`src/hw/cpu_macros.svh`:
```
// cpu global constants
// word width, register count, reset pc and the halt opcode
// shared by the types package and the sequential blocks
`ifndef CPU_MACROS_SVH
`define CPU_MACROS_SVH

// data and address width
`define CPU_WORD_W 32

// architectural registers, r0 included
`define CPU_REG_CNT 32

// first fetch address after reset
`define CPU_PC_INIT 32'h0000_0000

// opcode that stops the core
`define CPU_HALT_OP 6'h3f

`endif

```
`src/hw/cpu_types_pkg.sv`:
```
// cpu types package
// word and field types, decoded opcode and funct codes,
// alu operations and the datapath mux selects
`include "cpu_macros.svh"

package cpu_types_pkg;

  typedef logic [`CPU_WORD_W-1:0] word_t;
  typedef logic [4:0] regbits_t;
  typedef logic [15:0] imm16_t;

  // opcodes the core understands
  typedef enum logic [5:0] {
    op_rtype = 6'h00,
    op_j     = 6'h02,
    op_jal   = 6'h03,
    op_beq   = 6'h04,
    op_bne   = 6'h05,
    op_addi  = 6'h08,
    op_addiu = 6'h09,
    op_slti  = 6'h0a,
    op_sltiu = 6'h0b,
    op_andi  = 6'h0c,
    op_ori   = 6'h0d,
    op_xori  = 6'h0e,
    op_lui   = 6'h0f,
    op_lw    = 6'h23,
    op_sw    = 6'h2b,
    op_halt  = `CPU_HALT_OP
  } opcode_t;

  // r-type function field
  typedef enum logic [5:0] {
    fn_sll  = 6'h00,
    fn_srl  = 6'h02,
    fn_jr   = 6'h08,
    fn_add  = 6'h20,
    fn_addu = 6'h21,
    fn_sub  = 6'h22,
    fn_subu = 6'h23,
    fn_and  = 6'h24,
    fn_or   = 6'h25,
    fn_xor  = 6'h26,
    fn_nor  = 6'h27,
    fn_slt  = 6'h2a,
    fn_sltu = 6'h2b
  } funct_t;

  typedef enum logic [3:0] {
    alu_sll, alu_srl, alu_add, alu_sub, alu_and,
    alu_or, alu_xor, alu_nor, alu_slt, alu_sltu
  } aluop_t;

  // alu port b source
  typedef enum logic {src_reg, src_imm} alu_src_t;

  // register write destination, ra for jal
  typedef enum logic [1:0] {dest_rd, dest_rt, dest_ra} reg_dest_t;

  // write-back source
  typedef enum logic [1:0] {wb_result, wb_npc, wb_dload, wb_lui} wb_sel_t;

  // next pc source
  typedef enum logic [1:0] {pc_seq, pc_branch, pc_jump, pc_jr} pc_src_t;

endpackage

```
`src/hw/program_counter.sv`:
```
// program counter
// pc register and next-pc selection, updates only on retire
`timescale 1ns/1ps
`include "cpu_macros.svh"

module program_counter import cpu_types_pkg::*; (
  input  logic        CLK,
  input  logic        arst_n,
  input  logic        retire,
  input  pc_src_t     pc_src,
  input  imm16_t      imm16,
  input  logic [25:0] jump_addr,
  input  word_t       jr_addr,
  output word_t       pc,
  output word_t       npc
);

  word_t pc_next;

  assign npc = pc + word_t'(4);

  always_comb begin
    case (pc_src)
      // npc + sign-extended word offset
      pc_branch: pc_next = npc + {{14{imm16[15]}}, imm16, 2'b00};
      // region of npc, word address from the instruction
      pc_jump:   pc_next = {npc[31:28], jump_addr, 2'b00};
      pc_jr:     pc_next = jr_addr;
      default:   pc_next = npc;
    endcase
  end

  // holds while fetch or data access is pending
  always_ff @(posedge CLK or negedge arst_n) begin
    if (!arst_n) pc <= `CPU_PC_INIT;
    else if (retire) pc <= pc_next;
  end

  // jr takes a register value, so alignment is not guaranteed by decode
  a_pc_aligned: assert property (
    @(posedge CLK) disable iff (!arst_n) pc[1:0] == 2'b00
  ) else $error("program_counter: pc not word aligned");

endmodule

```
`config.mk`:
```
export PLATFORM = sky130hd
export DESIGN_NAME = program_counter
export DESIGN_NICKNAME = d
export VERILOG_FILES = /design/src/hw/cpu_types_pkg.sv /design/src/hw/program_counter.sv
export VERILOG_INCLUDE_DIRS = /design/src /design/src/hw
export SDC_FILE = /design/constraint.sdc
export NUM_CORES = 1
export LEC_CHECK = 0
export BUFFER_PORTS_ARGS = -buffer_cell sky130_fd_sc_hd__buf_4
export CAP_MARGIN = 30
export CORE_MARGIN = 2
export CORE_UTILIZATION = 53
export DETAILED_ROUTE_END_ITERATION = 6
export PLACE_DENSITY_LB_ADDON = 0.1
export SETUP_SLACK_MARGIN = 0.15
export SYNTH_ARGS = -nofsm -noshare
export SYNTH_HDL_FRONTEND = slang
export SYNTH_SLANG_ARGS = --single-unit
```
`constraint.sdc`:
```
create_clock -name CLK -period 4.15 [get_ports CLK]
set_input_delay 0.83 -clock CLK [delete_from_list [all_inputs] [get_ports CLK]]
set_output_delay 0.83 -clock CLK [all_outputs]
set_load 0.05 [all_outputs]
```
# Word-level counts from Yosys, hierarchy flattened
# Index checks and enable logic that the tools add are counted.
# totals
memories	0
reg_bits	32
out_inout_bits	64
mem_bits_ro	0
elab_cells	7
latchBits	0
mem_bits_rw	0
# classes
n_reduce_logical	0
muxes	1
add_sub_neg	2
bitwise_logic	0
n_div	0
n_eq_ne	3
n_shift	0
mul	0
order_cmp	0
# ops
op	count
$pmux 32 s3	1
$add 32x3->32 const B	1
$add 32x32->32	1
$eq 2x2->1 const B	2
$eq 2x1->1 const B	1

# Longest topological paths before layout
# depth
word_depth	3
depth_mapped	16

# Worst setup path after synthesis
# OpenSTA, ideal clock, no wires.
# synth_path
path_type	register to register
start	reg pc[3]
end	reg pc[29]
setup_slack_ns	-0.778
setup_ns	0.146
arrival_time_ns	4.782
path_stages_with_launch	17
path_cell_list	dfrtp_1 > ha_1 > nand3_1 > or2_2 > buf_2 > nor2_1 > nand3_1 > xnor2_1 > ha_1 > clkbuf_1 > a21o_1 > a31oi_1 > o221ai_1 > a211oi_1 > o21ai_0 > nor4_1 > a311oi_2
# synth_via
elab_chain_cells	3
# synth_rtl
item	line_no	rtl
start: declaration	program_counter.sv:14	output word_t pc,
start signal: assignment	program_counter.sv:35	if (!arst_n) pc <= `CPU_PC_INIT;
start signal: assignment	program_counter.sv:36	else if (retire) pc <= pc_next;
$add 32x3->32	program_counter.sv:20	assign npc = pc + word_t'(4);
via npc[18]	program_counter.sv:15	output word_t npc
$add 32x32->32	program_counter.sv:25	pc_branch: pc_next = npc + {{14{imm16[15]}}, imm16, 2'b00};
$pmux 32 s3	program_counter.sv:23	case (pc_src)
# The timed path passes the listed nets, and every way through them passes these cells.
# A chain may end at the register's enable or synchronous reset.

# Final worst setup path
# layout_path
start	reg pc[10]
end	reg pc[28]
# layout_via
elab_chain_cells	3
# layout_rtl
item	line_no
$add 32x3->32 *	program_counter.sv:20
$add 32x32->32	program_counter.sv:25
$pmux 32 s3 *	program_counter.sv:23
# Mark *: on every way between the ends. The rest lies on a longest branch, timed or not.

==> flow_summary_export.csv <==
group,metric,value,unit
run_status,status,"complete, no violations",
yosys,yosysTopAreaCell,"dfrtp_1",
yosys,synth_seq_cells,32,
critical_path,worst_setup_path_start_kind,"flop",
yosys,synth_cell_types,75,
timing,grt_setup_unrepaired,"yes",
timing,report.final.slew_viol_count,0,
clock_tree,cts_tree,"done",
worst_hold_path,hp-class,"input pin to async pin",
yosys,yosys_warnings,0,
die,initial_core_util,55.2,%
critical_path,crit_path_cell_trace,"nand4_4 > or4_4 > or3_4 > xnor2_4 > ha_1 > a211oi_1 > o211ai_1 > o221ai_1 > nor2b_1 > and4b_1 > or3_1 > a221oi_2",
route,vias_per_cell,6.51,
place,gp_congestion,0.940,
critical_path,cp_max_fo,8,
critical_path,cpMaxStageDelayCell,"or4_4",
critical_path,regToRegStartpoint,"pc[10]",
timing,finalHoldViolCount,0,
pwr,power.density,601,mW/mm2
pwr,p_sw,2.11,mW
route,drcViolationCount,0,
timing,finalSetupViolations,0,
cells_and_area,drive_gt1_share,35.4,%
route,totalWireLength,16500,um
timing,worst_slew_pin_slew,0.672,ns
yosys,ys.flop_type,"dfrtp_1",
cells_and_area,top_register,"pc",
yosys,postSynthNetCount,695,
yosys,synth_edf_count,0,
die,fp.dieArea,0.00940,mm2
route,drtAntennaViolNets,0,
timing,slew-limit-headroom,55.0,%
route,vias,5297,
cells_and_area,areaGrowthSynthToFinish,34.4,%
critical_path,rr_worst_depth,12,
place,numPortBuffers,142,
critical_path,crit_required,4.36,ns
die,row_count,33,
pwr,total_power,3.70,mW
critical_path,cp_data_arrival_time,4.05,ns
route,drtIter0Drc,432,
cells_and_area,nNetsFinal,822,
critical_path,cp_num_buf_inv,0,
timing,finalClockSkew,0.0148,ns
clock_tree,clock_latency,0.30,ns
route,avgRoutedWirePerCell,20.3,um
global_routing,grt_pass1_vias,5147,
global_routing,grt_overflow,0,
clock_tree,path_clk_slew,0.09,ns
timing,setup_tns,0,ns
critical_path,path_class,"flop to flop",
die,die_width,97.0,um
critical_path,end_kind,"flop",
timing,period_share,92.7,%
cells_and_area,reg.largest.list,"pc: 32 flops",
yosys,synth_area_leaders,"dfrtp_1 (17%), ha_1 (9.3%), a21oi_1 (5.7%), xnor2_1 (5.2%), nand2_1 (4.2%)",
critical_path,cp.depth,12,
global_routing,antenna_found_initial,0,
yosys,ys_seq_area_share,17.5,%
yosys,synth_top_area_share,17.5,%
cells_and_area,largest_reg_flops,32,
pwr,seqPwrFrac,16.4,%
yosys,async_flop_share,100,%
clock_tree,cts_sinks,32,
critical_path,slowest_delay,0.56,ns
cells_and_area,antenna_cells,0,
yosys,netlist_instances,581,
global_routing,grt_pass1_wl,26700,um
clock_tree,root_buffer,"clkbuf_8",
clock_tree,clockBufferDepth,2,
yosys,netlist_area,0.00458,mm2
pwr,switching_share,57.0,%
critical_path,startpoint,"pc[10]",
timing,max_freq,0.260,GHz
die,io_pins,143,
timing,period_needed,3.84,ns
yosys,post_synth.cell_area_avg,7.88,um2
pwr,p_leak,2.67,nW
clock_tree,cts-buffers-inserted,5,
pwr,internal_power,1.59,mW
global_routing,grt_max_degree,53,
die,core_area,0.00830,mm2
pwr,vdd_drop_max,0.565,mV
clock_tree,cts_max_level,2,
pwr,p_comb_share,75.1,%
job,drv_cap,0,
place,dp_hpwl,13000,um
global_routing,grtUsageTotal,34.7,%
pwr,pwr-share-clk,8.5,%
route,drt_first_pass_iters,5,
die,die_y,97.0,um
critical_path,critPathTopFamily,"simple AND/OR/NAND/NOR gates",
[cell type report]
class,instances,area (um2)
timing repair buffer,156,1170
tap,105,131
sequential,32,823
multi-input combinational,495,3860
inverter,18,67.6
fill,641,2140
clock buffer,6,72.6
clock inverter,2,35.0
[synthesized netlist by cell type, drive strengths merged (16+ instances only)]
library cell and number:
nand2 51, mux2 16, dfrtp 32, nor2 54, inv 17, ha 34
clkbuf 28, a21oi 52, o21ai 35, xnor2 27, nand3 21, xor2 18
[cells by family after synthesis]
family,Yosys count,synth area share [%]
buf+inv,54,4.70
xor+xnor,46,9.26
simple gates,197,21.9
flops,32,17.5
mux,37,10.4
fa+ha+maj,35,9.72
compound gates,180,26.5
[cell usage in the layout (no fill, tap or decap), types with 8 or more instances in the layout]
| master | Yosys | layout |
|---|---|---|
| o21ai_0 | 32 | 32 |
| dfrtp_2 | 0 | 18 |
| dfrtp_1 | 32 | 14 |
| nor2_1 | 51 | 50 |
| mux2_2 | 16 | 16 |
| nand2_1 | 51 | 51 |
| xnor2_1 | 27 | 18 |
| mux2i_1 | 14 | 14 |
| a211oi_1 | 13 | 13 |
| o211ai_1 | 9 | 9 |
| buf_4 | 2 | 156 |
| nor2b_1 | 8 | 8 |
| a21oi_1 | 52 | 52 |
| ha_1 | 34 | 29 |
| xor2_1 | 17 | 12 |
| nor3_1 | 11 | 11 |
| nand3_1 | 20 | 16 |
| inv_1 | 17 | 17 |
| nand4_1 | 12 | 12 |
[path summary, 6_finish.rpt]
path                                to  slack (ns)
worst max register to register  pc[28]        0.31
worst min register to register   pc[0]        0.52
worst max-delay path            pc[28]        0.31
min in group CLK                 pc[0]        0.52
max in group asynchronous       pc[21]        3.29
worst min-delay path             pc[8]        0.49
[routing by layer]
metal | vias to the layer above | wire (um) | part of all wire [%] | GRT usage (%)
li1 | 2444 | - | - | -
met1 | 2525 | 6740 | 41 | 46.9
met2 | 286 | 7920 | 48 | 58.1
met3 | 42 | 1460 | 8.9 | 6.29
met4 | 0 | 379 | 2.3 | 7.80
met5 | - | 0 | 0 | 0
[power by group through the flow]
stage / sequential [mW] / combinational [mW] / clock [mW]
global route: 0.624 / 2.94 / 0.332
detailed placement: 0.607 / 2.72 / 0
global placement: 0.599 / 2.68 / 0
finish: 0.607 / 2.78 / 0.316
floorplan: 0.872 / 1.68 / 0
CTS: 0.602 / 2.74 / 0.315
[per-stage QoR]
stage | std cells | util, % | instance area, um2 | setup slack [ns] | hold WS, ns
floorplan | 581 | - | 4900 | 0.0731 | 0.534
global placement | 804 | 72.4 | 6010 | 0.342 | 0.495
detailed placement | 804 | 72.4 | 6010 | 0.205 | 0.504
CTS | 812 | 73.7 | 6120 | 0.192 | 0.497
global route | 814 | 74.2 | 6160 | 0.137 | 0.503
finish | 814 | 74.2 | 6160 | 0.305 | 0.487
[repair_timing]
item	4_1_cts	5_1_grt
buffers inserted	0	2
hold buffers	0	0
endpoints found under the setup margin	0	5
gates resized for setup	0	6
No activity file was read; power rests on OpenSTA's default activity.
