$ cat config.mk
export PLATFORM = sky130hd
export DESIGN_NAME = request_unit
export DESIGN_NICKNAME = d
export VERILOG_FILES = /design/src/hw/request_unit.sv
export SDC_FILE = /design/constraint.sdc
export NUM_CORES = 1
export LEC_CHECK = 0
export ABC_AREA = 1
export BUFFER_PORTS_ARGS = -buffer_cell sky130_fd_sc_hd__buf_2
export CAP_MARGIN = 40
export CORE_AREA = 2 2 39 41
export DETAILED_ROUTE_END_ITERATION = 6
export DIE_AREA = 0 0 41 43
export PLACE_DENSITY = 0.37
export SLEW_MARGIN = 25
export SYNTH_ARGS = -nofsm -noshare
export SYNTH_HDL_FRONTEND = slang
export SYNTH_SLANG_ARGS = --single-unit
$ cat constraint.sdc
create_clock -name CLK -period 0.9 [get_ports CLK]
set_input_delay 0.18 -clock CLK [delete_from_list [all_inputs] [get_ports CLK]]
set_output_delay 0.18 -clock CLK [all_outputs]
set_load 0.005 [all_outputs]
$ cat src/hw/request_unit.sv
// request unit
// drives the data strobes for the current instruction until dhit,
// decides when an instruction retires and latches halt
`timescale 1ns/1ps

module request_unit (
  input  logic CLK,
  input  logic arst_n,
  input  logic ihit,
  input  logic dhit,
  input  logic d_ren,
  input  logic d_wen,
  input  logic halt_dec,
  output logic dmem_ren,
  output logic dmem_wen,
  output logic retire,
  output logic halted
);

  logic done;
  logic d_req;

  // data access needed by the decoded instruction
  assign d_req = d_ren || d_wen;

  // strobes drop once the access is served
  assign dmem_ren = d_ren && !done && !halted;
  assign dmem_wen = d_wen && !done && !halted;

  // fetch valid and data side finished
  assign retire = ihit && !halted && (!d_req || done || dhit);

  always_ff @(posedge CLK or negedge arst_n) begin
    if (!arst_n) begin
      done   <= 1'b0;
      halted <= 1'b0;
    end else begin
      // new instruction, new request
      if (retire) done <= 1'b0;
      else if (dhit && (dmem_ren || dmem_wen)) done <= 1'b1;
      // sticky until reset
      if (retire && halt_dec) halted <= 1'b1;
    end
  end

  a_rw_exclusive: assert property (
    @(posedge CLK) disable iff (!arst_n) !(dmem_ren && dmem_wen)
  ) else $error("request_unit: read and write strobes together");

  // an open request waits for its hit
  a_req_held: assert property (
    @(posedge CLK) disable iff (!arst_n)
    (dmem_ren || dmem_wen) && !dhit && !retire |=> (dmem_ren || dmem_wen)
  ) else $error("request_unit: request dropped before dhit");

endmodule

After elaboration in Yosys (flattened, before gate mapping):

Cells that the tools add are included.

* flip-flop bits (word level): 2
* output and inout port bits: 4
* input bits: 7

* reductions and logical operators: 16
* muxes and demuxes: 2

Operators with widths (number)
* $logic_and A1 B1 Y1: 8
* $logic_or A1 B1 Y1: 4
* $logic_not A1 Y1: 3
* $mux W1: 2
* $reduce_bool A2 Y1: 1

Depth between registers and ports, before layout:

Gate-level depths: netlist of run 1.

* depth in word-level cells: 7
* depth in mapped cells: 6
* depth with buffers taken out: 6

Least setup slack after synthesis of run 1:

OpenSTA, ideal clock, no wires.

* path type: register to output
* start: reg halted
* end: out retire
* arrival time: 0.688 ns
* stages on the path, launching flop included: 4
* buffers on the path: 0
* path slack: 0.032 ns
* path through: dfrtp_1 > nor2_1 > nand2_2 > inv_1

* longest elaborated chain between the ends: 3

Ends and longest elaborated chain
* from (decl): line 17 `output logic halted`
* from (signal assigned): line 36 `halted <= 1'b0;`
* from (signal assigned): line 42 `if (retire && halt_dec) halted <= 1'b1;`
* $logic_not A1 Y1: line 31 `assign retire = ihit && !halted && (!d_req || done || dhit);`
* $logic_and A1 B1 Y1 (2 in a row): line 31
* to (decl): line 16 `output logic retire,`

No other way between the ends.

Final worst setup path of run 1:

* start: reg done
* end: out retire

* longest elaborated chain between the ends: 3

Ends and longest elaborated chain
* from (decl): line 20 `logic done;`
* from (signal assigned): line 35 `done <= 1'b0;`
* from (signal assigned): line 39 `if (retire) done <= 1'b0;`
* from (signal assigned): line 40 `else if (dhit && (dmem_ren || dmem_wen)) done <= 1'b1;`
* $logic_or A1 B1 Y1 (2 in a row): line 31
* $logic_and A1 B1 Y1: line 31

No other way between the ends.

==> flow_metrics.tcl, run 1 <==
set metrics [dict create \
    routed_via_density 3.351 \
    fin_ws_ps -268.2 \
    grt_pass1_vias 206 \
    grt_max_degree 6 \
    worstRegToRegCells 5 \
    area_delta_synth_final_pct 103.4 \
    max_freq_ghz 0.8561 \
    fp.coreArea_um2 1384 \
    synthTopCellsByArea "dfrtp_1 34%, inv_1 21%, nand2_2 8.6%, nand2_1 7.8%, nand3_2 6.9%" \
    cp.arrival_ps 990 \
    endpoint_kind "primary output" \
    port_buffers 10 \
    vdd_drop_max_mv 0.5153 \
    ios 11 \
    antenna_found_initial 0 \
    hold_class "primary input to register" \
    worstMarginPinSlew_ps 162.1 \
    cts_buffers 3 \
    drv_cap 0 \
    die_area_um2 1763 \
    worstPathRequired_ps 720 \
    hold_path_end "halted$_DFFE_PN0P_" \
    cts_buffer_depth 2 \
    synthesis.area_um2 145.1 \
    r2r-end "done$_DFFE_PN0P_" \
    fin_crit_ps 1168 \
    startpoint "done$_DFFE_PN0P_" \
    worstSetupPathType "register to primary output" \
    fp.dieW_um 41 \
    drc_errors 0 \
    initial_core_util 0.1049 \
    drt_iter0_markers 1 \
    fin_nets 50 \
    routed_wl_um 425 \
    synth_area_per_cell_um2 6.597 \
    rows 14 \
    cts.sinks 2 \
    status "finished, violations left" \
    period_share 1.298 \
    reg2reg_slack_ps -10 \
    ys_warn_count 0 \
    crit_path_start_kind "register" \
    whs_path_depth 3 \
    grt_pass1_wl_um 710 \
    ys_types 9 \
    synth.largest_area_cell "dfrtp_1" \
    post-route-util 0.2134 \
    final_antenna_net_count 0 \
    grt_usage 0.06332 \
    placed_area_um2 230.2 \
    overflow 0 \
    total_power_uw 336.7 \
    cts-root-buf "clkbuf_4" \
    violations "negative setup slack" \
    rsz0062_at_grt "yes" \
    design_area_um2 295.3 \
    slew_headroom 0.8919 \
    cts_tree "done" \
    yosysSeqAreaShare 0.3448 \
    htreeDepth 1 \
    setup_violations 5 \
    clock_skew_ps 2.400 \
    gp_congestion 0.6124 \
    worstPathMaxFanout 3 \
    finalMaxSlewViolations 0 \
    synth-seq-cells 2 \
    diodes 0 \
    r2r_start "halted$_DFFE_PN0P_" \
    layout-drive-gt1-share 0.5854 \
    hold_viol 0 \
    powerDensity_nw_per_um2 1140 \
    setup_tns_ps -729.5 \
    syn-num-nets 29 \
    clk_pin_slew_ps 30 \
    synth_top_area_frac 0.3448 \
    detail_route.wl_per_cell_um 7.456 \
    hold_start "halt_dec" \
    die_h_um 43 \
    leakage_nw 0.1789 \
    place_ws_ps -73.61 \
    syn_inst 22 \
    num_vias 191 \
    insertion_delay_ps 220 \
    drt-pass1-iter-count 2 \
    hpwl_um 332.9 \
]
## per-layer routing
layer	wire length [µm]	track usage
met2	225	0.09375
met3	34	0.05236
met5	0	0
met1	164	0.05484
met4	0	0.04000
## cells by family (layout without fill, tap and decap cells)
family          Yosys count  in the layout  synth area share
flops                     2              2            0.3448
buf+inv                   8             27            0.2069
compound gates            1              1           0.06036
simple gates             11             11            0.3879
## layout make-up
class / instances / area, µm²
clock buffer: 3 / 22.52
fill: 167 / 1089
inverter: 8 / 30.03
timing repair buffer: 16 / 105.1
multi-input combinational: 12 / 67.56
sequential: 2 / 50.05
tap: 16 / 20.02
## worst max-delay path by stage
stage	end	slack (ps)	cells past startpoint
after global placement	retire	-90	4
after floorplan	retire	30	3
final	retire	-270	5
after CTS	retire	-280	5
after detailed placement	retire	-70	4
after global routing	retire	-340	5
## power by group
| group | switching, mW | leakage, nW | internal (mW) |
|---|---|---|---|
| clock network | 0.0465 | 0.0138 | 0.147 |
| logic | 0.0214 | 0.145 | 0.0268 |
| registers | 0.00230 | 0.0204 | 0.0930 |
| total | 0.0702 | 0.179 | 0.266 |
## registers in the layout, indices dropped and copies added, names as in the netlist
register and count:
done 1, halted 1
## Yosys cell counts, drive strengths merged
library cell,n
nor3,2
dfrtp,2
inv,8
nor2,2
o21ai,1
nand2,5
nand3,2
## repair_timing
item,CTS,global route
pin swaps,6,2
hold endpoints to repair,2,0
endpoints found under the setup margin,4,5
setup buffers,4,2
gates cloned,0,0
hold buffers,1,0
resized for setup,2,2
## critical path, cell delays in order, from the launching register on
cell and delay, ps:
dfrtp_1 390, inv_2 80, nand3_2 80, nand2_2 70, inv_1 40, buf_2 110
## layout by cell type (no fill, tap or decap), drive strengths merged
cell | synthesis | routed
nand3 | 2 | 2
clkbuf | 0 | 3
o21ai | 1 | 1
dlygate4sd3 | 0 | 1
inv | 8 | 8
nand2 | 5 | 5
nor3 | 2 | 2
dfrtp | 2 | 2
nor2 | 2 | 2
buf | 0 | 15
## through the flow
step                      instances  hold WS [ps]
after floorplan                  22        -115.6
after global placement           50        -31.20
after detailed placement         50        -29.67
after CTS                        58         192.5
after global routing             57         207.6
final                            57         192.3
(Power assumes the default switching activity.)
==> run 2: changes to the inputs <==
Settings changed: ABC_AREA 1 to 0, CTS_BUF_LIST from default to sky130_fd_sc_hd__clkbuf_8, PLACE_DENSITY 0.37 to 0.36.
==> flow_metrics.tcl, run 2 <==
set metrics [dict create \
    grt_pass1_vias 160 \
    fin_crit_ps 1236 \
    setup_violations 6 \
    finalMaxSlewViolations 0 \
    yosysSeqAreaShare 0.3738 \
    crit_path_start_kind "register" \
    vdd_drop_max_mv 0.7562 \
    hold_viol 0 \
    cts_buffers 3 \
    worstMarginPinSlew_ps 173.7 \
    synth_common_cells "2 x dfrtp_1, 2 x nor3b_1, 2 x nor3b_2" \
    port_buffers 10 \
    fp.dieW_um 41 \
    post-place-cells 41 \
    gp_congestion 0.5348 \
    fillerInstances 160 \
    die_area_um2 1763 \
    drt_iter0_markers 2 \
    cts.sinks 2 \
    antenna_found_initial 0 \
    insertion_delay_ps 210 \
    layout-drive-gt1-share 0.8710 \
    async_flop_share 1.000 \
    multi_input_area_um2 95.09 \
    hold_class "primary input to register" \
    violations "negative setup slack" \
    fp.coreArea_um2 1384 \
    overflow 0 \
    routed_via_density 3.553 \
    slew_headroom 0.8838 \
    detail_route.wl_per_cell_um 10.28 \
    status "finished, violations left" \
    synth_flop_cell "dfrtp_1" \
    fin_nets 40 \
    hold_slack_ps 178.0 \
    rsz0062_at_grt "yes" \
    max_freq_ghz 0.8091 \
    synth_top_area_frac 0.3738 \
    syn_inst 12 \
    diodes 0 \
    total_power_uw 504.0 \
    clock_skew_ps 1.972 \
    place_ws_ps -121.8 \
    clk_pin_slew_ps 30 \
    fin_ws_ps -335.9 \
    htreeDepth 1 \
    cts_buffer_depth 2 \
    endpoint_kind "primary output" \
    syn-num-nets 19 \
    grt_pass1_wl_um 627 \
    powerDensity_nw_per_um2 1592 \
    grt_max_degree 6 \
    ys_types 9 \
    synthesis.area_um2 133.9 \
    cp.arrival_ps 1060 \
    ios 11 \
    worstPathMaxFanout 4 \
    drv_cap 0 \
    top_regs "done x1, halted x1" \
    ff_latch_area_um2 52.55 \
    synth.largest_area_cell "dfrtp_1" \
    fin_cells 47 \
    period_share 1.373 \
    synth_area_per_cell_um2 11.16 \
    post-route-util 0.2288 \
    setup_tns_ps -1082 \
    cts_tree "done" \
    synthTopCellsByArea "dfrtp_1 37%, nor3b_2 19%, a2bb2oi_2 11%, nor3b_1 11%, nor3_2 7.5%" \
    worstSetupPathType "register to primary output" \
    initial_core_util 0.09674 \
    leakage_nw 0.1468 \
    synth_edf_count 0 \
    placed_area_um2 226.5 \
    synth-seq-cells 2 \
    area_delta_synth_final_pct 136.4 \
    drc_errors 0 \
    final_antenna_net_count 0 \
    die_h_um 43 \
    worstPathRequired_ps 720 \
    hpwl_um 338.3 \
    design_area_um2 316.6 \
    final_cell_mix "9 x buf_2, 5 x buf_4, 3 x nor3b_2, 3 x clkbuf_8, 2 x dfrtp_2" \
    cts-root-buf "clkbuf_8" \
    ys_warn_count 0 \
    rows 14 \
    routed_wl_um 483 \
    drt-pass1-iter-count 2 \
    num_vias 167 \
    grt_usage 0.06030 \
    final_common_cell "buf_2" \
]
run 2: changes by cell type after synthesis:
cell and change:
nor3_1 -2, nand3_1 -1, nor2_1 -2, nand3_2 -1, nor3b_2 +2, inv_1 -7
o21ai_1 +1, a2bb2oi_2 +1, nand2_1 -2, nor3_2 +1, nand2_2 -2, o21ai_2 -1
nor3b_1 +2, nor2_2 +1
run 2: power breakdown:
part | total [mW] | internal, mW | leakage, nW | switching, mW
clock | 0.351 | 0.283 | 0.0216 | 0.0679
sequential | 0.0992 | 0.0941 | 0.0196 | 0.00510
combinational | 0.0543 | 0.0330 | 0.106 | 0.0213
total | 0.504 | 0.410 | 0.147 | 0.0943
run 2: repair_timing:
| item | 4_1_cts | 5_1_grt |
|---|---|---|
| setup buffers | 2 | 2 |
| setup endpoints to repair | 5 | 6 |
| pin swaps | 4 | 2 |
| resized for setup | 3 | 3 |
| hold endpoints to repair | 2 | 0 |
| hold buffers | 1 | 0 |
run 2: final cells by class:
type	count	share of cell area
Clock buffer	3	0.1304
Inverter	1	0.01186
Multi-Input combinational cell	9	0.3004
Sequential cell	2	0.1660
Tap cell	16	0.06324
Timing Repair Buffer	16	0.3281
run 2: path summary, 6_finish.rpt:
kind                               startpoint                 end  slack (ps)  depth (start not counted)
min in group asynchronous              arst_n    done$_DFFE_PN0P_         290                          2
setup / recovery             done$_DFFE_PN0P_              retire        -340                          3
max in group asynchronous              arst_n  halted$_DFFE_PN0P_         500                          2
setup reg to reg             done$_DFFE_PN0P_  halted$_DFFE_PN0P_         -60                          3
hold / removal                           ihit    done$_DFFE_PN0P_         180                          2
hold reg to reg            halted$_DFFE_PN0P_  halted$_DFFE_PN0P_         670                          3
run 2: critical path, stage by stage (launching register included):
cell	delay (ps)
dfrtp_2	430
nor3_4	220
nor3b_2	70
buf_2	120
run 2: cells by family after synthesis:
| logic type | synth area share |
|---|---|
| buffers and inverters | 0.02801 |
| flip-flops | 0.3738 |
| AND/OR/NAND/NOR | 0.4485 |
| AO/OA/AOI/OAI | 0.1495 |
run 2: per-layer routing:
| metal | vias up | GRT usage | wire length, µm |
|---|---|---|---|
| li1 | 82 | - | - |
| met1 | 74 | 0.06129 | 190 |
| met2 | 11 | 0.08125 | 217 |
| met4 | 0 | 0.02000 | 0 |
| met3 | 0 | 0.06283 | 74 |
| met5 | - | 0 | 0 |
