`config.mk`:
```
export PLATFORM = sky130hd
export DESIGN_NAME = register_file_flat
export DESIGN_NICKNAME = d
export VERILOG_FILES = /design/src/hw/cpu_types_pkg.sv /design/src/hw/cpu_ifs.sv /design/src/hw/register_file.sv /design/src/flat_wrapper.sv
export VERILOG_INCLUDE_DIRS = /design/src /design/src/hw
export SDC_FILE = /design/constraint.sdc
export NUM_CORES = 2
export LEC_CHECK = 0
export ABC_AREA = 1
export BUFFER_PORTS_ARGS = -buffer_cell sky130_fd_sc_hd__buf_2
export CORE_ASPECT_RATIO = 0.8
export CORE_MARGIN = 1
export CORE_UTILIZATION = 35
export DETAILED_ROUTE_END_ITERATION = 8
export PLACE_DENSITY_LB_ADDON = 0.12
export SLEW_MARGIN = 20
export SYNTH_ARGS = -nofsm -noshare
export SYNTH_HDL_FRONTEND = slang
export SYNTH_SLANG_ARGS = --single-unit
```
`constraint.sdc`:
```
create_clock -name CLK -period 1.6 [get_ports CLK]
set_input_delay 0.16 -clock CLK [delete_from_list [all_inputs] [get_ports CLK]]
set_output_delay 0.16 -clock CLK [all_outputs]
set_load 0.01 [all_outputs]
```
`src/hw/cpu_macros.svh`:
```
// cpu global constants
// word width, register count, reset pc and the halt opcode
// shared by the types package and the sequential blocks
`ifndef CPU_MACROS_SVH
`define CPU_MACROS_SVH

// data and address width
`define CPU_WORD_W 32

// architectural registers, r0 included
`define CPU_REG_CNT 32

// first fetch address after reset
`define CPU_PC_INIT 32'h0000_0000

// opcode that stops the core
`define CPU_HALT_OP 6'h3f

`endif

```
`src/hw/cpu_types_pkg.sv`:
```
// cpu types package
// word and field types, decoded opcode and funct codes,
// alu operations and the datapath mux selects
`include "cpu_macros.svh"

package cpu_types_pkg;

  typedef logic [`CPU_WORD_W-1:0] word_t;
  typedef logic [4:0] regbits_t;
  typedef logic [15:0] imm16_t;

  // opcodes the core understands
  typedef enum logic [5:0] {
    op_rtype = 6'h00,
    op_j     = 6'h02,
    op_jal   = 6'h03,
    op_beq   = 6'h04,
    op_bne   = 6'h05,
    op_addi  = 6'h08,
    op_addiu = 6'h09,
    op_slti  = 6'h0a,
    op_sltiu = 6'h0b,
    op_andi  = 6'h0c,
    op_ori   = 6'h0d,
    op_xori  = 6'h0e,
    op_lui   = 6'h0f,
    op_lw    = 6'h23,
    op_sw    = 6'h2b,
    op_halt  = `CPU_HALT_OP
  } opcode_t;

  // r-type function field
  typedef enum logic [5:0] {
    fn_sll  = 6'h00,
    fn_srl  = 6'h02,
    fn_jr   = 6'h08,
    fn_add  = 6'h20,
    fn_addu = 6'h21,
    fn_sub  = 6'h22,
    fn_subu = 6'h23,
    fn_and  = 6'h24,
    fn_or   = 6'h25,
    fn_xor  = 6'h26,
    fn_nor  = 6'h27,
    fn_slt  = 6'h2a,
    fn_sltu = 6'h2b
  } funct_t;

  typedef enum logic [3:0] {
    alu_sll, alu_srl, alu_add, alu_sub, alu_and,
    alu_or, alu_xor, alu_nor, alu_slt, alu_sltu
  } aluop_t;

  // alu port b source
  typedef enum logic {src_reg, src_imm} alu_src_t;

  // register write destination, ra for jal
  typedef enum logic [1:0] {dest_rd, dest_rt, dest_ra} reg_dest_t;

  // write-back source
  typedef enum logic [1:0] {wb_result, wb_npc, wb_dload, wb_lui} wb_sel_t;

  // next pc source
  typedef enum logic [1:0] {pc_seq, pc_branch, pc_jump, pc_jr} pc_src_t;

endpackage

```
`src/hw/cpu_ifs.sv`:
```


interface register_file_if import cpu_types_pkg::*; ();
  logic wen;
  regbits_t wsel, rsel1, rsel2;
  word_t wdat, rdat1, rdat2;

  modport register_file (input wen, wsel, wdat, rsel1, rsel2, output rdat1, rdat2);
  modport datapath (output wen, wsel, wdat, rsel1, rsel2, input rdat1, rdat2);
endinterface

```
`src/hw/register_file.sv`:
```
// register file
// 32 words, r0 reads zero and drops writes
// two asynchronous reads, one write on the rising edge
`timescale 1ns/1ps
`include "cpu_macros.svh"

module register_file import cpu_types_pkg::*; (
  input logic CLK,
  input logic arst_n,
  register_file_if.register_file rf
);

  // r0 has no storage
  word_t regs [1:`CPU_REG_CNT-1];

  always_ff @(posedge CLK or negedge arst_n) begin
    if (!arst_n) begin
      for (int i = 1; i < `CPU_REG_CNT; i++) begin
        regs[i] <= '0;
      end
    end else if (rf.wen && (rf.wsel != '0)) begin
      regs[rf.wsel] <= rf.wdat;
    end
  end

  // read ports, r0 forced to zero
  assign rf.rdat1 = (rf.rsel1 == '0) ? '0 : regs[rf.rsel1];
  assign rf.rdat2 = (rf.rsel2 == '0) ? '0 : regs[rf.rsel2];

  // write select comes from decode through the dest mux
  a_wsel_known: assert property (
    @(posedge CLK) disable iff (!arst_n)
    rf.wen |-> !$isunknown(rf.wsel)
  ) else $error("register_file: write with unknown wsel");

endmodule

```
`src/flat_wrapper.sv`:
```
// flat-port wrapper written by rule: the top's interface ports become plain ports
module register_file_flat import cpu_types_pkg::*;
  (CLK, arst_n, rf_wen, rf_wsel, rf_wdat, rf_rsel1, rf_rsel2, rf_rdat1, rf_rdat2);
  register_file_if rf_i ();
  input logic CLK;
  input logic arst_n;
  input wire logic [$bits(rf_i.wen)-1:0] rf_wen;
  input wire logic [$bits(rf_i.wsel)-1:0] rf_wsel;
  input wire logic [$bits(rf_i.wdat)-1:0] rf_wdat;
  input wire logic [$bits(rf_i.rsel1)-1:0] rf_rsel1;
  input wire logic [$bits(rf_i.rsel2)-1:0] rf_rsel2;
  output wire logic [$bits(rf_i.rdat1)-1:0] rf_rdat1;
  output wire logic [$bits(rf_i.rdat2)-1:0] rf_rdat2;
  assign rf_i.wen = rf_wen;
  assign rf_i.wsel = rf_wsel;
  assign rf_i.wdat = rf_wdat;
  assign rf_i.rsel1 = rf_rsel1;
  assign rf_i.rsel2 = rf_rsel2;
  assign rf_rdat1 = rf_i.rdat1;
  assign rf_rdat2 = rf_i.rdat2;
  register_file u_core (.CLK(CLK), .arst_n(arst_n), .rf(rf_i));
endmodule
```
After elaboration in Yosys (flattened, before gate mapping)
Index checks and enable logic that the tools add are counted.
{ "word_totals": {"register_bits": 992, "inputBits": 50, "output_inout_bits": 64} }
{ "op_classes": {"order_cmp": 4, "muxes": 11, "bitwise_logic": 3, "n_reduce_logical": 5} }
{ "ops": {"columns": ["operator", "n"], "rows": [
  ["$bwmux W992", 1],
  ["$bmux W32 S5", 2],
  ["$mux W32", 7],
  ["$demux W32 S5", 1],
  ["$ge A6 B6 Y1 const B", 3],
  ["$not A5 Y6", 3],
  ["$logic_not A5 Y1", 2],
  ["$lt A6 B1 Y1 const B", 1],
  ["$reduce_bool A5 Y1", 1],
  ["$logic_and A1 B1 Y1", 2]
]} }

Longest topological paths before layout
{ "depth": {"ltp_word": 6, "ltp_mapped": 13, "depth_no_buf": 11} }

Worst setup path after synthesis
Ideal clock, no wire load.
{ "synth_timing": {"path_type": "input -> output", "start": "in rf_rsel1[0]", "end": "out rf_rdat1[25]", "arrival_time_ps": 1414, "slack_ps": 26, "stages": 12, "path_cell_list": "buf_2 > inv_2 > clkbuf_1 > clkbuf_1 > nand2_1 > nand2_1 > nand2_1 > nand3_1 > nand3_1 > nand2_1 > nand2_1 > nand2_1"} }
{ "synth_between": {"elab_chain_len": 5, "word_cells_on_any_way": 6} }
{ "synth_lines": {"columns": ["element", "line_no", "text"], "rows": [
  ["start, declared", "flat_wrapper.sv:10", "input wire logic [$bits(rf_i.rsel1)-1:0] rf_rsel1;"],
  ["$not A5 Y6 (not written as such)", "register_file.sv:27", "assign rf.rdat1 = (rf.rsel1 == '0) ? '0 : regs[rf.rsel1];"],
  ["$bmux W32 S5", "register_file.sv:27", null],
  ["$mux W32 (not written as such) (2 in a row)", "register_file.sv:27", null],
  ["$mux W32 *", "register_file.sv:27", null],
  ["end, declared", "flat_wrapper.sv:12", "output wire logic [$bits(rf_i.rdat1)-1:0] rf_rdat1;"]
]} }
Mark *: on every way between the ends. The rest lies on a longest branch, timed or not. The select of a mux whose other input is x is not followed.

Final worst setup path
{ "layout_timing": {"start": "reg u_core.regs[767] (netlist name)", "end": "out rf_rdat2[31]"} }
{ "layout_between": {"elab_chain_len": 4} }
{ "layout_lines": {"columns": ["element", "line_no", "text"], "rows": [
  ["start, declared", "register_file.sv:14", "word_t regs [1:`CPU_REG_CNT-1];"],
  ["start signal, assigned by index", "register_file.sv:22", "regs[rf.wsel] <= rf.wdat;"],
  ["$bmux W32 S5", "register_file.sv:28", "assign rf.rdat2 = (rf.rsel2 == '0) ? '0 : regs[rf.rsel2];"],
  ["$mux W32 (not written as such) (2 in a row)", "register_file.sv:28", null],
  ["$mux W32", "register_file.sv:28", null],
  ["end, declared", "flat_wrapper.sv:13", "output wire logic [$bits(rf_i.rdat2)-1:0] rf_rdat2;"]
]} }
No other way between the ends. The select of a mux whose other input is x is not followed.

==> impl_metrics.py <==
metrics = {
    "timing": {
        "layout_setup_ws_ns": -0.682,
        "fin_crit_ns": 2.28,
        "finalSetupTns_ns": -31.59,
        "slew_viol_final": 0,
        "max_freq_ghz": 0.438,
        "finalCritPeriodShare_pct": 143,
        "setup_viol": 64,
        "finalHoldViolations": 0,
        "holdWs_ns": 0.0438,
        "fin_worst_skew_ns": 0,
        "rsz0062_at_grt": "yes",
        "tightestPinTransition_ns": 0.656,
        "maxSlewHeadroom_pct": 56.2,
    },
    "drt": {
        "topRoutingLayerUsed": "met5",
        "viasPerCell": 5.36,
        "drt_pass1_iterations": 6,
        "vias": 61367,
        "drc_errors": 0,
        "wl_per_cell_um": 23.7,
        "wl_met3_um": 22700,
        "wirelength_um": 271000,
        "drt-met1-wl_um": 120000,
        "ant_nets": 0,
        "met2RoutedLength_um": 116000,
        "drt_iter0_drc": 6892,
    },
    "die": {
        "die_h_um": 364,
        "io_pins": 114,
        "fp.coreArea_um2": 162000,
        "die_w_um": 455,
        "die-area_um2": 166000,
        "rows": 132,
        "initial_utilization_pct": 35.3,
    },
    "power": {
        "powerDensity_nw_per_um2": 1120,
        "p_sw_share_pct": 34.2,
        "pwr-share-comb_pct": 27.0,
        "seq_power_share_pct": 41.1,
        "worst_ir_drop_vdd_mv": 0.878,
        "p_int_mw": 54.4,
        "power.switching_mw": 28.3,
        "p_leak_nw": 36.7,
        "clkPwrFrac_pct": 31.9,
        "totalPowerFinal_mw": 82.7,
    },
    "setup_path": {
        "rrSetupSlack_ns": 0.04,
        "cp_slowest_cell": "dfrtp_1",
        "cp.arrival_ns": 2.12,
        "rr_startpoint": "u_core.regs[409]$_DFFE_PN0P_",
        "slowest_delay_ns": 0.33,
        "rr_endpoint": "u_core.regs[409]$_DFFE_PN0P_",
        "cp_common_cell": "nand2_1",
        "reg2reg_depth": 11,
        "worst-setup-path-type": "flip-flop to primary output",
        "critPathCaptureType": "primary output",
        "critPathLaunchType": "flip-flop",
        "cp_max_fo": 2,
        "cp.required_ns": 1.44,
        "cp_cell_sequence": "inv_1 -> o21ai_0 -> nand2_1 -> nand3_2 -> nand3_1 -> nand2_1 -> nand2_1 -> nand2_2 -> buf_12 -> buf_6",
    },
    "global_routing": {
        "overflow": 0,
        "grt_pass1_vias": 56843,
        "grt_max_degree": 61,
        "grt_pass1_wl_um": 396000,
        "grt_use_total_pct": 32.3,
        "antenna_found_initial": 8,
    },
    "placement": {
        "dp_hpwl_um": 177000,
        "port_buffers": 113,
        "place_ws_ns": -0.410,
        "gp_congestion": 0.924,
        "placed_cell_area_um2": 66600,
    },
    "clock_tree": {
        "clkSinkCount": 992,
        "htreeDepth": 3,
        "clk_path_buf_depth": 3,
        "cts.reportedPaths.clkPinSlew_ns": 0.07,
        "numCtsBuffers": 108,
        "clockRootBuffer": "clkbuf_16",
        "cts_tree": "yes",
        "clk_latency_ns": 0.76,
    },
    "run": {
        "drv_cap": 0,
    },
    "run_status": {
        "outcome": "complete, but fails checks",
        "violations": "setup timing",
    },
    "layout": {
        "top_regs": "u_core.regs: 992 flops",
        "regMostFlops": "u_core.regs",
        "nFillCells": 16575,
        "area_delta_synth_final_pct": 28.9,
        "final_area_um2": 73900,
        "nNetsFinal": 9268,
        "largest_reg_flops": 992,
        "drive_gt1_share_pct": 18.6,
    },
    "synth": {
        "ys_types": 18,
        "syn-instance-count": 8840,
        "ys_seq_elements": 992,
        "syn_nets": 8890,
        "ys_seq_area_share_pct": 43.3,
        "synthFlopType": "dfrtp_1",
        "synth_top_area_share_pct": 43.3,
        "synth_edf_count": 0,
        "async_flop_share_pct": 100,
        "yosys_warnings": 0,
        "yosysTopAreaCell": "dfrtp_1",
        "yosysMostFrequentCell": "nand2_1",
        "synthTopCellsByCount": "nand2_1, nand3_1, dfrtp_1",
        "avgSynthCellArea_um2": 6.49,
        "synth_area_um2": 57400,
        "synthTopCellsByArea": "dfrtp_1, nand2_1, nand3_1",
    },
    "min_path": {
        "hold_start": "rf_wdat[5]",
        "holdPathEnd": "u_core.regs[677]$_DFFE_PN0P_",
        "whs_path_depth": 4,
        "hold_path_class": "input pin to flip-flop",
    },
}
-- critical path: cells and delay by family, from the launching register on --
| kind | cells | cell delay (ns) |
|---|---|---|
| AO/OA/AOI/OAI | 1 | 0.14 |
| flip-flops | 1 | 0.33 |
| buffers and inverters | 3 | 0.31 |
| AND/OR/NAND/NOR | 6 | 0.56 |
-- per-stage QoR --
step / util, % / instances
after floorplan: - / 8840
after global placement: 41.0 / 11087
after detailed placement: 41.0 / 11087
after CTS: 44.6 / 11392
after global routing: 45.5 / 11448
final: 45.5 / 11449
-- kinds of logic after synthesis --
logic type             Yosys count  synth area share [%]
flip-flops                     992                  43.3
AND/OR/NAND/NOR               5136                  36.3
AO/OA/AOI/OAI                 1177                  10.3
buffers and inverters         1535                  10.2
-- routing by layer --
metal	track usage (%)	vias to the layer above
met1	46.1	29607
met2	48.8	2898
met3	5.10	493
met5	0	-
li1	-	28365
met4	12.5	4
-- how the worst max path moves through the flow --
stage / from / endpoint / depth (start not counted)
2_1_floorplan: rf_rsel1[0] / rf_rdat1[25] / 12
3_3_place_gp: rf_rsel2[0] / rf_rdat2[11] / 15
3_5_place_dp: rf_rsel2[0] / rf_rdat2[4] / 15
4_1_cts: u_core.regs[801]$_DFFE_PN0P_ / rf_rdat1[1] / 11
5_1_grt: u_core.regs[895]$_DFFE_PN0P_ / rf_rdat1[31] / 11
6_report: u_core.regs[767]$_DFFE_PN0P_ / rf_rdat2[31] / 10
-- cell type report --
type,instances,area [um2],share of cell area (%)
Timing Repair Buffer,920,10600,14.3
Clock inverter,27,319,0.432
Antenna cell,3,7.51,0.0102
Multi-Input combinational cell,6313,28900,39.1
Tap cell,2144,2680,3.63
Sequential cell,992,24800,33.6
Clock buffer,167,3260,4.41
Inverter,883,3350,4.54
-- cells in the final DEF, fill, tap and decap left out, types with 3 or more instances in the layout --
cell,netlist,routed
a21oi_1,240,227
a21oi_2,0,12
buf_12,0,258
buf_2,69,43
buf_4,0,471
buf_6,0,103
buf_8,0,11
bufinv_16,0,7
clkbuf_1,510,29
clkbuf_16,0,111
clkbuf_8,0,27
clkinv_2,0,17
dfrtp_1,992,991
diode_2,0,3
dlygate4sd3_1,0,34
inv_1,877,694
inv_2,5,182
inv_8,0,4
nand2_1,3771,3571
nand2_2,0,156
nand2_4,0,42
nand3_1,1166,922
nand3_2,0,238
nand3_4,0,6
nand4_1,3,3
nor2_1,185,172
nor2_4,0,19
nor3_4,3,3
o21ai_0,900,885
o21ai_1,37,44
o21ai_2,0,8
-- power by group through the flow --
stage,logic (mW),clock network [mW],registers [mW]
after floorplan,12.1,0,33.1
after global placement,19.2,0,34.0
after detailed placement,19.4,0,34.0
after CTS,21.1,26.8,33.7
after global routing,24.9,27.7,34.5
final,22.3,26.4,34.0
-- what timing repair did --
item	4_1_cts	5_1_grt
resized for setup	447	389
hold buffers	34	0
pin swaps	267	317
buffers inserted	82	83
endpoints found under the hold margin	1595	0
gates cloned	0	0
setup endpoints to repair	64	68
No activity file was read; power rests on OpenSTA's default activity.
